### config.mk
export PLATFORM = sky130hd
export DESIGN_NAME = dram_ctrl_top
export DESIGN_NICKNAME = d
export VERILOG_FILES = /design/src/verilog/dram_user_pkg.sv /design/src/verilog/dram_app_pkg.sv /design/src/verilog/dram_sync_fifo.sv /design/src/verilog/dram_req_frontend.sv /design/src/verilog/dram_app_issuer.sv /design/src/verilog/dram_ctrl_top.sv
export SDC_FILE = /design/constraint.sdc
export NUM_CORES = 1
export LEC_CHECK = 0
export ABC_CLOCK_PERIOD_IN_PS = 6200
export BUFFER_PORTS_ARGS = -buffer_cell sky130_fd_sc_hd__buf_2
export CORE_MARGIN = 10
export CORE_UTILIZATION = 50
export DETAILED_ROUTE_END_ITERATION = 16
export GPL_TIMING_DRIVEN = 0
export PLACE_DENSITY = 0.74
export SLEW_MARGIN = 20
export SYNTH_ARGS = -nofsm -noshare
export SYNTH_HDL_FRONTEND = slang
export SYNTH_SLANG_ARGS = --single-unit
### constraint.sdc
create_clock -name clk -period 6.2 [get_ports clk]
set_input_delay 0.31 -clock clk [delete_from_list [all_inputs] [get_ports clk]]
set_output_delay 0.31 -clock clk [all_outputs]
set_load 0.05 [all_outputs]
### src/verilog/dram_user_pkg.sv
package dram_user_pkg;

    // byte address as issued by the core
    typedef logic [31:0] user_addr_t;

    // one write word
    typedef logic [31:0] user_word_t;

    // byte mask, a set bit keeps the byte untouched
    typedef logic [3:0] user_mask_t;

    // request queue entry, mask stays zero for reads
    typedef struct packed {
        logic       is_write;
        user_addr_t addr;
        user_word_t data;
        user_mask_t mask;
    } user_req_t;

    // core-side states
    typedef enum logic [1:0] {
        CALIB = 2'b00,
        IDLE  = 2'b01,
        WRITE = 2'b10,
        READ  = 2'b11
    } fe_state_e;

endpackage

### src/verilog/dram_app_pkg.sv
package dram_app_pkg;

    localparam int APP_ADDR_W     = 28;
    localparam int APP_DATA_W     = 128;
    localparam int APP_MASK_W     = 16;
    localparam int WORDS_PER_LINE = 4;

    typedef logic [APP_DATA_W-1:0] app_line_t;

    // application port opcodes
    typedef enum logic [2:0] {
        WRITE = 3'b000,
        READ  = 3'b001
    } app_cmd_e;

    // command channel, held until en meets rdy
    typedef struct packed {
        logic                  en;
        app_cmd_e              cmd;
        logic [APP_ADDR_W-1:0] addr;
    } app_cmd_t;

    // write data channel, wren also marks the end of the burst
    typedef struct packed {
        logic                  wren;
        app_line_t             data;
        logic [APP_MASK_W-1:0] mask;
    } app_wdf_t;

    // read return from the memory side
    typedef struct packed {
        logic      valid;
        app_line_t data;
    } app_rd_t;

    typedef enum logic [2:0] {
        CALIB           = 3'b000,
        IDLE            = 3'b001,
        ISSUE_CMD_WDATA = 3'b010,
        ISSUE_CMD       = 3'b011,
        ISSUE_WDATA     = 3'b100
    } iss_state_e;

endpackage

### src/verilog/dram_sync_fifo.sv
`timescale 1ns/100ps

module dram_sync_fifo #(
    parameter int DEPTH = 4,
    parameter int WIDTH = 32
) (
    input  logic             clk,
    input  logic             rst_x_async,
    input  logic             i_push,
    input  logic [WIDTH-1:0] i_data,
    input  logic             i_pop,
    output logic [WIDTH-1:0] o_data,
    output logic             o_empty,
    output logic             o_full
);

    localparam int PTR_W = (DEPTH > 1) ? $clog2(DEPTH) : 1;
    localparam int CNT_W = $clog2(DEPTH + 1);

    logic [WIDTH-1:0] mem [DEPTH];
    logic [PTR_W-1:0] wr_ptr;
    logic [PTR_W-1:0] rd_ptr;
    logic [CNT_W-1:0] count;
    logic             do_push;
    logic             do_pop;

    // wrap at DEPTH, which need not be a power of two
    function automatic logic [PTR_W-1:0] next_ptr(input logic [PTR_W-1:0] ptr);
        if (ptr == PTR_W'(DEPTH - 1)) begin
            return '0;
        end
        return ptr + 1'b1;
    endfunction

    // push on full is dropped, pop on empty ignored
    assign do_push = i_push && !o_full;
    assign do_pop  = i_pop && !o_empty;

    always_ff @(posedge clk) begin
        if (do_push) begin
            mem[wr_ptr] <= i_data;
        end
    end

    always_ff @(posedge clk or negedge rst_x_async) begin
        if (!rst_x_async) begin
            wr_ptr <= '0;
            rd_ptr <= '0;
            count  <= '0;
        end else begin
            if (do_push) begin
                wr_ptr <= next_ptr(wr_ptr);
            end
            if (do_pop) begin
                rd_ptr <= next_ptr(rd_ptr);
            end
            case ({do_push, do_pop})
                2'b10:   count <= count + 1'b1;
                2'b01:   count <= count - 1'b1;
                default: count <= count;
            endcase
        end
    end

    // head visible without a read cycle
    assign o_data  = mem[rd_ptr];
    assign o_empty = (count == '0);
    assign o_full  = (count == CNT_W'(DEPTH));

endmodule

### src/verilog/dram_req_frontend.sv
`timescale 1ns/100ps

module dram_req_frontend (
    input  logic                       clk,
    input  logic                       rst_x_async,
    input  logic                       i_init_calib_complete,
    input  logic                       i_wr_en,
    input  logic                       i_rd_en,
    input  dram_user_pkg::user_addr_t  i_addr,
    input  dram_user_pkg::user_word_t  i_data,
    input  dram_user_pkg::user_mask_t  i_mask,
    output logic                       o_req_push,
    output dram_user_pkg::user_req_t   o_req,
    input  logic                       i_req_full,
    input  logic                       i_ret_empty,
    output logic                       o_ret_pop,
    input  dram_app_pkg::app_line_t    i_ret_line,
    output logic                       o_busy,
    output logic                       o_init_calib_complete,
    output dram_app_pkg::app_line_t    o_data
);

    logic                     calib_sync1;
    logic                     calib_sync2;
    dram_user_pkg::fe_state_e state;

    // calibration flag through two flops
    always_ff @(posedge clk or negedge rst_x_async) begin
        if (!rst_x_async) begin
            calib_sync1 <= 1'b0;
            calib_sync2 <= 1'b0;
        end else begin
            calib_sync1 <= i_init_calib_complete;
            calib_sync2 <= calib_sync1;
        end
    end

    assign o_init_calib_complete = calib_sync2;

    // the request enters the queue on the accepting edge, write wins over read
    assign o_req_push = (state == dram_user_pkg::IDLE) && (i_wr_en || i_rd_en);
    assign o_req = '{
        is_write: i_wr_en,
        addr:     i_addr,
        data:     i_data,
        mask:     i_wr_en ? i_mask : '0
    };

    always_ff @(posedge clk or negedge rst_x_async) begin
        if (!rst_x_async) begin
            state <= dram_user_pkg::CALIB;
        end else begin
            case (state)
                dram_user_pkg::CALIB: begin
                    if (calib_sync2) begin
                        state <= dram_user_pkg::IDLE;
                    end
                end
                dram_user_pkg::IDLE: begin
                    if (i_wr_en) begin
                        state <= dram_user_pkg::WRITE;
                    end else if (i_rd_en) begin
                        state <= dram_user_pkg::READ;
                    end
                end
                dram_user_pkg::WRITE: begin
                    // hold the core off while the queue has no room
                    if (!i_req_full) begin
                        state <= dram_user_pkg::IDLE;
                    end
                end
                dram_user_pkg::READ: begin
                    // line is back, released on the same edge it is popped
                    if (!i_ret_empty) begin
                        state <= dram_user_pkg::IDLE;
                    end
                end
                default: begin
                    state <= dram_user_pkg::CALIB;
                end
            endcase
        end
    end

    // drain the return queue as soon as a line shows up
    assign o_ret_pop = !i_ret_empty;

    always_ff @(posedge clk) begin
        if (o_ret_pop) begin
            o_data <= i_ret_line;
        end
    end

    assign o_busy = (state != dram_user_pkg::IDLE);

endmodule

### src/verilog/dram_app_issuer.sv
`timescale 1ns/100ps

module dram_app_issuer (
    input  logic                      clk,
    input  logic                      rst_x_async,
    input  logic                      i_init_calib_complete,
    input  logic                      i_req_empty,
    input  dram_user_pkg::user_req_t  i_req,
    output logic                      o_req_pop,
    output dram_app_pkg::app_cmd_t    o_app,
    output dram_app_pkg::app_wdf_t    o_app_wdf,
    input  logic                      i_app_rdy,
    input  logic                      i_app_wdf_rdy
);

    dram_app_pkg::iss_state_e                state;
    logic                                    slot_free;
    logic [dram_app_pkg::APP_ADDR_W-1:0]     pk_addr;
    dram_app_pkg::app_line_t                 pk_data;
    logic [dram_app_pkg::APP_MASK_W-1:0]     lane_wr;
    logic [dram_app_pkg::APP_MASK_W-1:0]     pk_mask;

    // line address, byte address 26:4 with the low three bits cleared
    assign pk_addr = {
        {(dram_app_pkg::APP_ADDR_W - 26){1'b0}},
        i_req.addr[26:4],
        3'b000
    };

    // same word in every lane, the mask picks the one that lands
    assign pk_data = {dram_app_pkg::WORDS_PER_LINE{i_req.data}};

    // bytes to write, moved to the lane from addr 3:2
    assign lane_wr = {{(dram_app_pkg::APP_MASK_W - 4){1'b0}}, ~i_req.mask}
                     << {i_req.addr[3:2], 2'b00};
    assign pk_mask = ~lane_wr;

    // nothing pending after this edge
    always_comb begin
        case (state)
            dram_app_pkg::CALIB:           slot_free = 1'b0;
            dram_app_pkg::IDLE:            slot_free = 1'b1;
            dram_app_pkg::ISSUE_CMD_WDATA: slot_free = i_app_rdy && i_app_wdf_rdy;
            dram_app_pkg::ISSUE_CMD:       slot_free = i_app_rdy;
            dram_app_pkg::ISSUE_WDATA:     slot_free = i_app_wdf_rdy;
            default:                       slot_free = 1'b1;
        endcase
    end

    assign o_req_pop = slot_free && !i_req_empty;

    always_ff @(posedge clk or negedge rst_x_async) begin
        if (!rst_x_async) begin
            state     <= dram_app_pkg::CALIB;
            o_app     <= '0;
            o_app_wdf <= '0;
        end else begin
            case (state)
                dram_app_pkg::CALIB: begin
                    if (i_init_calib_complete) begin
                        state <= dram_app_pkg::IDLE;
                    end
                end
                dram_app_pkg::ISSUE_CMD_WDATA: begin
                    // one side taken, keep waiting on the other
                    if (!slot_free) begin
                        if (i_app_rdy) begin
                            o_app.en <= 1'b0;
                            state    <= dram_app_pkg::ISSUE_WDATA;
                        end else if (i_app_wdf_rdy) begin
                            o_app_wdf.wren <= 1'b0;
                            state          <= dram_app_pkg::ISSUE_CMD;
                        end
                    end
                end
                default: begin
                end
            endcase

            if (slot_free) begin
                if (!i_req_empty) begin
                    o_app.en   <= 1'b1;
                    o_app.addr <= pk_addr;
                    if (i_req.is_write) begin
                        o_app.cmd <= dram_app_pkg::WRITE;
                        o_app_wdf <= '{wren: 1'b1, data: pk_data, mask: pk_mask};
                        state     <= dram_app_pkg::ISSUE_CMD_WDATA;
                    end else begin
                        // read keeps the old write data, only wren drops
                        o_app.cmd      <= dram_app_pkg::READ;
                        o_app_wdf.wren <= 1'b0;
                        state          <= dram_app_pkg::ISSUE_CMD;
                    end
                end else begin
                    o_app.en       <= 1'b0;
                    o_app_wdf.wren <= 1'b0;
                    state          <= dram_app_pkg::IDLE;
                end
            end
        end
    end

endmodule

### src/verilog/dram_ctrl_top.sv
`timescale 1ns/100ps

module dram_ctrl_top #(
    parameter int REQ_DEPTH = 4,
    parameter int RET_DEPTH = 2
) (
    input  logic                       clk,
    input  logic                       rst_x_async,
    input  logic                       i_init_calib_complete,
    input  logic                       i_wr_en,
    input  logic                       i_rd_en,
    input  dram_user_pkg::user_addr_t  i_addr,
    input  dram_user_pkg::user_word_t  i_data,
    input  dram_user_pkg::user_mask_t  i_mask,
    output logic                       o_busy,
    output logic                       o_init_calib_complete,
    output dram_app_pkg::app_line_t    o_data,
    output dram_app_pkg::app_cmd_t     o_app,
    output dram_app_pkg::app_wdf_t     o_app_wdf,
    input  logic                       i_app_rdy,
    input  logic                       i_app_wdf_rdy,
    input  dram_app_pkg::app_rd_t      i_app_rd
);

    logic                      req_push;
    dram_user_pkg::user_req_t  req_in;
    logic                      req_full;
    logic                      req_pop;
    logic                      req_empty;
    dram_user_pkg::user_req_t  req_head;

    logic                      ret_pop;
    logic                      ret_empty;
    dram_app_pkg::app_line_t   ret_line;

    dram_req_frontend i_frontend (
        .clk                   (clk),
        .rst_x_async           (rst_x_async),
        .i_init_calib_complete (i_init_calib_complete),
        .i_wr_en               (i_wr_en),
        .i_rd_en               (i_rd_en),
        .i_addr                (i_addr),
        .i_data                (i_data),
        .i_mask                (i_mask),
        .o_req_push            (req_push),
        .o_req                 (req_in),
        .i_req_full            (req_full),
        .i_ret_empty           (ret_empty),
        .o_ret_pop             (ret_pop),
        .i_ret_line            (ret_line),
        .o_busy                (o_busy),
        .o_init_calib_complete (o_init_calib_complete),
        .o_data                (o_data)
    );

    // core requests toward the issuer
    dram_sync_fifo #(
        .DEPTH (REQ_DEPTH),
        .WIDTH ($bits(dram_user_pkg::user_req_t))
    ) i_req_fifo (
        .clk         (clk),
        .rst_x_async (rst_x_async),
        .i_push      (req_push),
        .i_data      (req_in),
        .i_pop       (req_pop),
        .o_data      (req_head),
        .o_empty     (req_empty),
        .o_full      (req_full)
    );

    dram_app_issuer i_issuer (
        .clk                   (clk),
        .rst_x_async           (rst_x_async),
        .i_init_calib_complete (i_init_calib_complete),
        .i_req_empty           (req_empty),
        .i_req                 (req_head),
        .o_req_pop             (req_pop),
        .o_app                 (o_app),
        .o_app_wdf             (o_app_wdf),
        .i_app_rdy             (i_app_rdy),
        .i_app_wdf_rdy         (i_app_wdf_rdy)
    );

    // read lines back to the core, one per outstanding read
    dram_sync_fifo #(
        .DEPTH (RET_DEPTH),
        .WIDTH ($bits(dram_app_pkg::app_line_t))
    ) i_ret_fifo (
        .clk         (clk),
        .rst_x_async (rst_x_async),
        .i_push      (i_app_rd.valid),
        .i_data      (i_app_rd.data),
        .i_pop       (ret_pop),
        .o_data      (ret_line),
        .o_empty     (ret_empty),
        .o_full      ()
    );

endmodule

# After elaboration in Yosys (flattened, before gate mapping)
# Memory sizes are Yosys's and may differ from the RTL's. A register that Yosys moved wholly into a read port is not among the register bits.
# Cells that the tools add are included.
# Widths: inputs -> output; s select.
dict set report word_totals {
  inputBits 204
  reg_bits 190
  elab_cells 131
  ramBits 532
  mem_bits_ro 0
  latch_bits 0
  mem_count 2
}
# memory words word_bits rd rd_clocked_by_memory_dff wr line_no
set mem_list {}
lappend mem_list {i_req_fifo.mem 4 69 1 0 1 dram_sync_fifo.sv:20} ;# logic [WIDTH-1:0] mem [DEPTH];
lappend mem_list {i_ret_fifo.mem 2 128 1 1 1 dram_sync_fifo.sv:20}
dict set report op_classes {
  n_reduce_logical 28
  shift 1
  n_lt_le_gt_ge 0
  multipliers 0
  n_eq_ne 22
  bitwise_logic 3
  mux 51
  n_div 0
  addsub 8
}
# operator count
set op_table {}
lappend op_table {{$mux 144} 2}
lappend op_table {{$mux 145} 1}
lappend op_table {{$mux 32} 1}
lappend op_table {{$mux 31} 1}
lappend op_table {{$mux 1} 26}
lappend op_table {{$mux 2} 10}
lappend op_table {{$not 16->16} 1}
lappend op_table {{$shl 4x4->16} 1}
lappend op_table {{$eq 2x2->1 const B} 7}
lappend op_table {{$mux 3} 4}
lappend op_table {{$pmux 3 s2} 2}
lappend op_table {{$reduce_bool 2->1} 5}
lappend op_table {{$reduce_and 3->1} 3}
lappend op_table {{$pmux 2 s4} 1}
lappend op_table {{$add 2x1->2 const B} 3}
lappend op_table {{$eq 2x1->1 const B} 3}
lappend op_table {{$eq 3x2->1 const B} 2}
lappend op_table {{$eq 3x3->1 const B} 2}
lappend op_table {{$logic_and 1x1->1} 6}
lappend op_table {{$logic_not 3->1} 2}
lappend op_table {{$ne 2x1->1 const B} 3}
lappend op_table {{$logic_not 1->1} 5}
lappend op_table {{$logic_not 2->1} 2}
lappend op_table {{$mux 4} 1}
lappend op_table {{other kinds (16)} 19}

# Depth between registers and ports, before layout
# An unclocked memory read counts as a cell.
dict set report depth {
  word_depth 7
  depth_mapped 11
  mapped_depth_nobuf 9
}

# By module
# From an unflattened synthesis, not the netlist that was laid out.
dict set report hier_totals {
  cells_unflattened 1344
  hier_area_um2 28468.6
}
# module cells_each n_inst seq_area_each_um2 area_per_inst_um2
set modules_own_cells {}
lappend modules_own_cells {{dram_sync_fifo at i_req_fifo} 403 1 8463.1 10390.0}
lappend modules_own_cells {{dram_sync_fifo at i_ret_fifo} 416 1 7787.5 9474.1}
lappend modules_own_cells {dram_req_frontend 211 1 3943.8 4533.1}
lappend modules_own_cells {dram_app_issuer 314 1 1926.8 4071.4}

# Worst setup path before layout
# OpenSTA, ideal clock, no wires.
dict set report synth_path {
  kind {flip-flop to flip-flop}
  startpoint {reg i_ret_fifo.count[1]}
  endpoint {mem i_ret_fifo.mem[0][0] (netlist name), enable pin}
  slack_ns -0.387
  stages_incl_launch_ff 4
  setup_time_ns 0.617
  period_less_slack_ns 6.587
  t_arrival_ns 5.970
  t_required_ns 5.583
  path_cell_list {dfrtp_1 > inv_1 > o21ai_0 > nor2_1}
}
dict set report synth_via {
  elab_chain_len 5
}
# element line_no
set synth_lines {}
lappend synth_lines {{start, declared} dram_sync_fifo.sv:23} ;# logic [CNT_W-1:0] count;
lappend synth_lines {{start signal, assigned} dram_sync_fifo.sv:58} ;# 2'b10: count <= count + 1'b1;
lappend synth_lines {{start signal, assigned} dram_sync_fifo.sv:59} ;# 2'b01: count <= count - 1'b1;
lappend synth_lines {{start signal, assigned} dram_sync_fifo.sv:60} ;# default: count <= count;
lappend synth_lines {{$eq 2x2->1} dram_sync_fifo.sv:68} ;# assign o_full = (count == CNT_W'(DEPTH));
lappend synth_lines {{$logic_not 1->1} dram_sync_fifo.sv:36} ;# assign do_push = i_push && !o_full;
lappend synth_lines {{$logic_and 1x1->1} dram_sync_fifo.sv:36}
lappend synth_lines {{$mux 1} dram_sync_fifo.sv:40} ;# if (do_push) begin
lappend synth_lines {{$mux 1 (implied by the code)} dram_sync_fifo.sv:41} ;# mem[wr_ptr] <= i_data;
lappend synth_lines {{end, declared} dram_sync_fifo.sv:20}
# Every way passes these cells.

# Final worst setup path
dict set report layout_path {
  startpoint {reg i_frontend.state[1]}
  endpoint {mem i_req_fifo.mem[0][18] (netlist name), enable pin}
}
dict set report layout_via {
  elab_chain_len 5
}
# element line_no
set layout_lines {}
lappend layout_lines {{start, declared} dram_req_frontend.sv:25} ;# dram_user_pkg::fe_state_e state;
lappend layout_lines {{start signal, assigned} dram_req_frontend.sv:51} ;# state <= dram_user_pkg::CALIB;
lappend layout_lines {{start signal, assigned} dram_req_frontend.sv:56} ;# state <= dram_user_pkg::IDLE;
lappend layout_lines {{start signal, assigned} dram_req_frontend.sv:61} ;# state <= dram_user_pkg::WRITE;
lappend layout_lines {{$eq 2x1->1} dram_req_frontend.sv:41} ;# assign o_req_push = (state == dram_user_pkg::IDLE) && (i_wr_en || i_rd_en);
lappend layout_lines {{$logic_and 1x1->1} dram_req_frontend.sv:41}
lappend layout_lines {{$logic_and 1x1->1} dram_sync_fifo.sv:36}
lappend layout_lines {{$mux 1} dram_sync_fifo.sv:40}
lappend layout_lines {{$mux 1 (implied by the code)} dram_sync_fifo.sv:41}
lappend layout_lines {{end, declared} dram_sync_fifo.sv:20}
# Every way passes these cells.

==> out/metrics.yaml <==
core-area_sq_um: 52800
power_density_nw_per_um2: 601
synth.most_common_cell: "edfxtp_1"
routed_wirelength_mm: 68.4
rsz0062_at_grt: "false"
syn_avg_cell_area_sq_um: 21.6
overflow: 0
grt_use_met2_pct: 36.8
async_reset_ff_share_pct: 12.7
ys_seq_area_share_pct: 79.5
grt_usage_pct: 21.3
cts_tree: "done"
grt_max_degree: 54
placed_area_sq_um: 30600
avgViaCountPerCell: 5.22
worst-setup-path-type: "flop to flop"
final_util_pct: 66.2
hold_path_class: "input port to flop"
finalSetupTns_ps: 0
ys_ff_latch: 724
p_leak_nw: 13.4
die_area_sq_um: 63200
rrSetupSlack_ps: 3510
design_area_sq_um: 34900
multi_input_area_sq_um: 4500
netlist_top_cells_count: "edfxtp_1 (632), mux2_2 (155), buf_4 (104), dfrtp_1 (92), mux4_2 (59)"
hold_path_end: "i_req_fifo.mem[1][0]$_DFFE_PP_"
r2r-start: "i_frontend.state[1]$_DFFE_PN0P_"
ys_warn_count: 0
clk_pin_slew_ps: 60
cts_hold_buf: 191
place_congestion: 0.790
cts_setup_buffers: 0
core.rowCount: 84
clkLatencyLatePin_ps: 610
clockBufferDepth: 3
worst_pin_slew_ps: 947
die_h_microns: 251
syn_inst: 1239
firstDrtPassIters: 5
drive_gt1_share_pct: 48.7
post-route-min-period_ps: 2690
h-tree-depth: 3
numCtsBuffers: 73
drv_slew: 0
grt_pass1_wl_mm: 101
cts_root_buffer: "clkbuf_16"
fin_crit_sh_pct: 43.4
synth-main-ff-cell: "edfxtp_1"
die_x_microns: 251
startpoint_type: "flop"
synth_cell_types: 36
cp.required_ps: 6480
initial_core_util_pct: 50.7
antenna_found_initial: 5
hp-start: "i_mask[0]"
ff_latch_area_sq_um: 21300
irDropWorstVdd_uv: 560
setup_viol: 0
clock_sinks: 724
syn_area_sq_um: 26800
min_path_cells: 2
end_kind: "flop"
status: "finished, final reports clean"
synth.top_cells.by_area: "edfxtp_1 (71%), dfrtp_1 (8.6%), mux2_2 (6.5%)"
grt_pass1_vias: 15801
synth_edf_count: 632
fin_hold_ws_ps: 74.0
synth_top_cell_area_share_pct: 70.9
antenna_left: 0
synth_top_cell_by_area: "edfxtp_1"
hold_violations: 0
fin_cells: 2776
synthToLayoutAreaGrowth_pct: 30.5
slew-limit-headroom_pct: 36.4
fin_nets: 2238
drt_iter0_markers: 845
cp_max_fo: 34
crit_arrival_ps: 2970
maxCapViolations: 0
drc: 0
max_freq_mhz: 371
cts_resized: 0
met3_usage_pct: 7.53
routedWlPerCell_microns: 24.6
io_buffers: 496
reg2regPathDepth: 4
grt.busiest_layer: "met2"
pin_count: 511
dp_hpwl_mm: 44.8
fill_cells: 3382
met1_usage_pct: 24.7
dp.cells: 2448
rr_endpoint: "i_req_fifo.mem[0][18]$_DFFE_PP_"
fin_skew_ps: 29.9
vias: 14502
-- per-layer routing --
layer / wire length [microns] / vias up / part of all wire (%)
met5: 20 / - / 0.029
met4: 1710 / 4 / 2.5
met3: 6510 / 109 / 9.5
met2: 35200 / 661 / 52
met1: 24900 / 7418 / 36
li1: - / 6310 / -
-- cell type report --
class / instances / area share, %
diodes: 4 / 0.0287
well taps: 688 / 2.47
inverters: 11 / 0.118
clock buffers: 94 / 5.67
clock inverters: 39 / 1.14
multi-input cells: 369 / 12.9
repair buffers: 706 / 13.9
flip-flops and latches: 724 / 61.0
plain buffers: 141 / 2.81
-- layout by cell type, fill, tap and decap left out, drive strengths merged --
cell type	instances
or3	2
nor3b	2
dlygate4sd3	191
clkinv	24
xnor2	5
nor2b	4
a21oi	1
ha	7
a211oi	2
inv	15
a21o	2
buf	639
nand2b	3
fa	1
dfrtp	92
and2	9
o21ai	10
edfxtp	632
nor3	2
nor2	11
conb	7
nand3b	1
mux2	203
maj3	1
diode	4
o311ai	1
mux4	59
bufinv	6
or2	1
o211ai	1
xor2	3
nand2	22
mux2i	8
clkinvlp	5
clkbuf	111
or3b	1
-- report_power, final --
group | switching, mW | internal (mW)
clock | 1.83 | 2.53
sequential | 0.637 | 7.01
combinational | 6.11 | 2.87
total | 8.57 | 12.4
-- cells by family after synthesis --
group                    after synthesis  share of synthesized area [%]
multiplexers                         270                           14.5
XOR/XNOR                               8                          0.262
adder cells (fa/ha/maj)                9                          0.444
AND/OR/NAND/NOR                       58                           1.06
AO/OA/AOI/OAI                         17                          0.379
flip-flops                           724                           79.5
other                                  1                         0.0140
buffers and inverters                152                           3.82
-- flip-flops by register name, indices dropped and copies added (netlist names), 2 cells and up --
| register | cells |
|---|---|
| i_ret_fifo.mem | 256 |
| i_frontend.state | 2 |
| i_req_fifo.wr_ptr | 2 |
| i_issuer.state | 3 |
| i_issuer.o_app_wdf | 49 |
| i_req_fifo.mem | 248 |
| i_req_fifo.rd_ptr | 2 |
| i_issuer.o_app | 25 |
| i_ret_fifo.count | 2 |
| i_frontend.o_data | 128 |
| i_req_fifo.count | 3 |
-- critical path: stages, from the launching register on --
cell and delay, ps:
dfrtp_1 420, nand2b_1 180, nor3_1 780, and2_4 640
buf_12 300
-- worst max path at each step --
stage | from | end | depth (start not counted)
detailed placement | i_frontend.state[1]$_DFFE_PN0P_ | i_req_fifo.mem[0][21]$_DFFE_PP_ | 4
floorplan | i_ret_fifo.count[1]$_DFFE_PN0P_ | i_ret_fifo.mem[0][0]$_DFFE_PP_ | 3
global placement | i_ret_fifo.count[1]$_DFFE_PN0P_ | i_ret_fifo.mem[1][120]$_DFFE_PP_ | 3
CTS | i_frontend.state[1]$_DFFE_PN0P_ | i_req_fifo.mem[0][18]$_DFFE_PP_ | 4
finish | i_frontend.state[1]$_DFFE_PN0P_ | i_req_fifo.mem[0][18]$_DFFE_PP_ | 4
global route | i_frontend.state[1]$_DFFE_PN0P_ | i_req_fifo.mem[1][14]$_DFFE_PP_ | 4
-- stage by stage --
step	power, mW	worst slack (ps)
finish	21.0	3510
global route	21.8	3350
CTS	21.0	3540
detailed placement	16.6	3550
global placement	16.4	-3820
floorplan	14.2	-387
(Power assumes the default switching activity.)
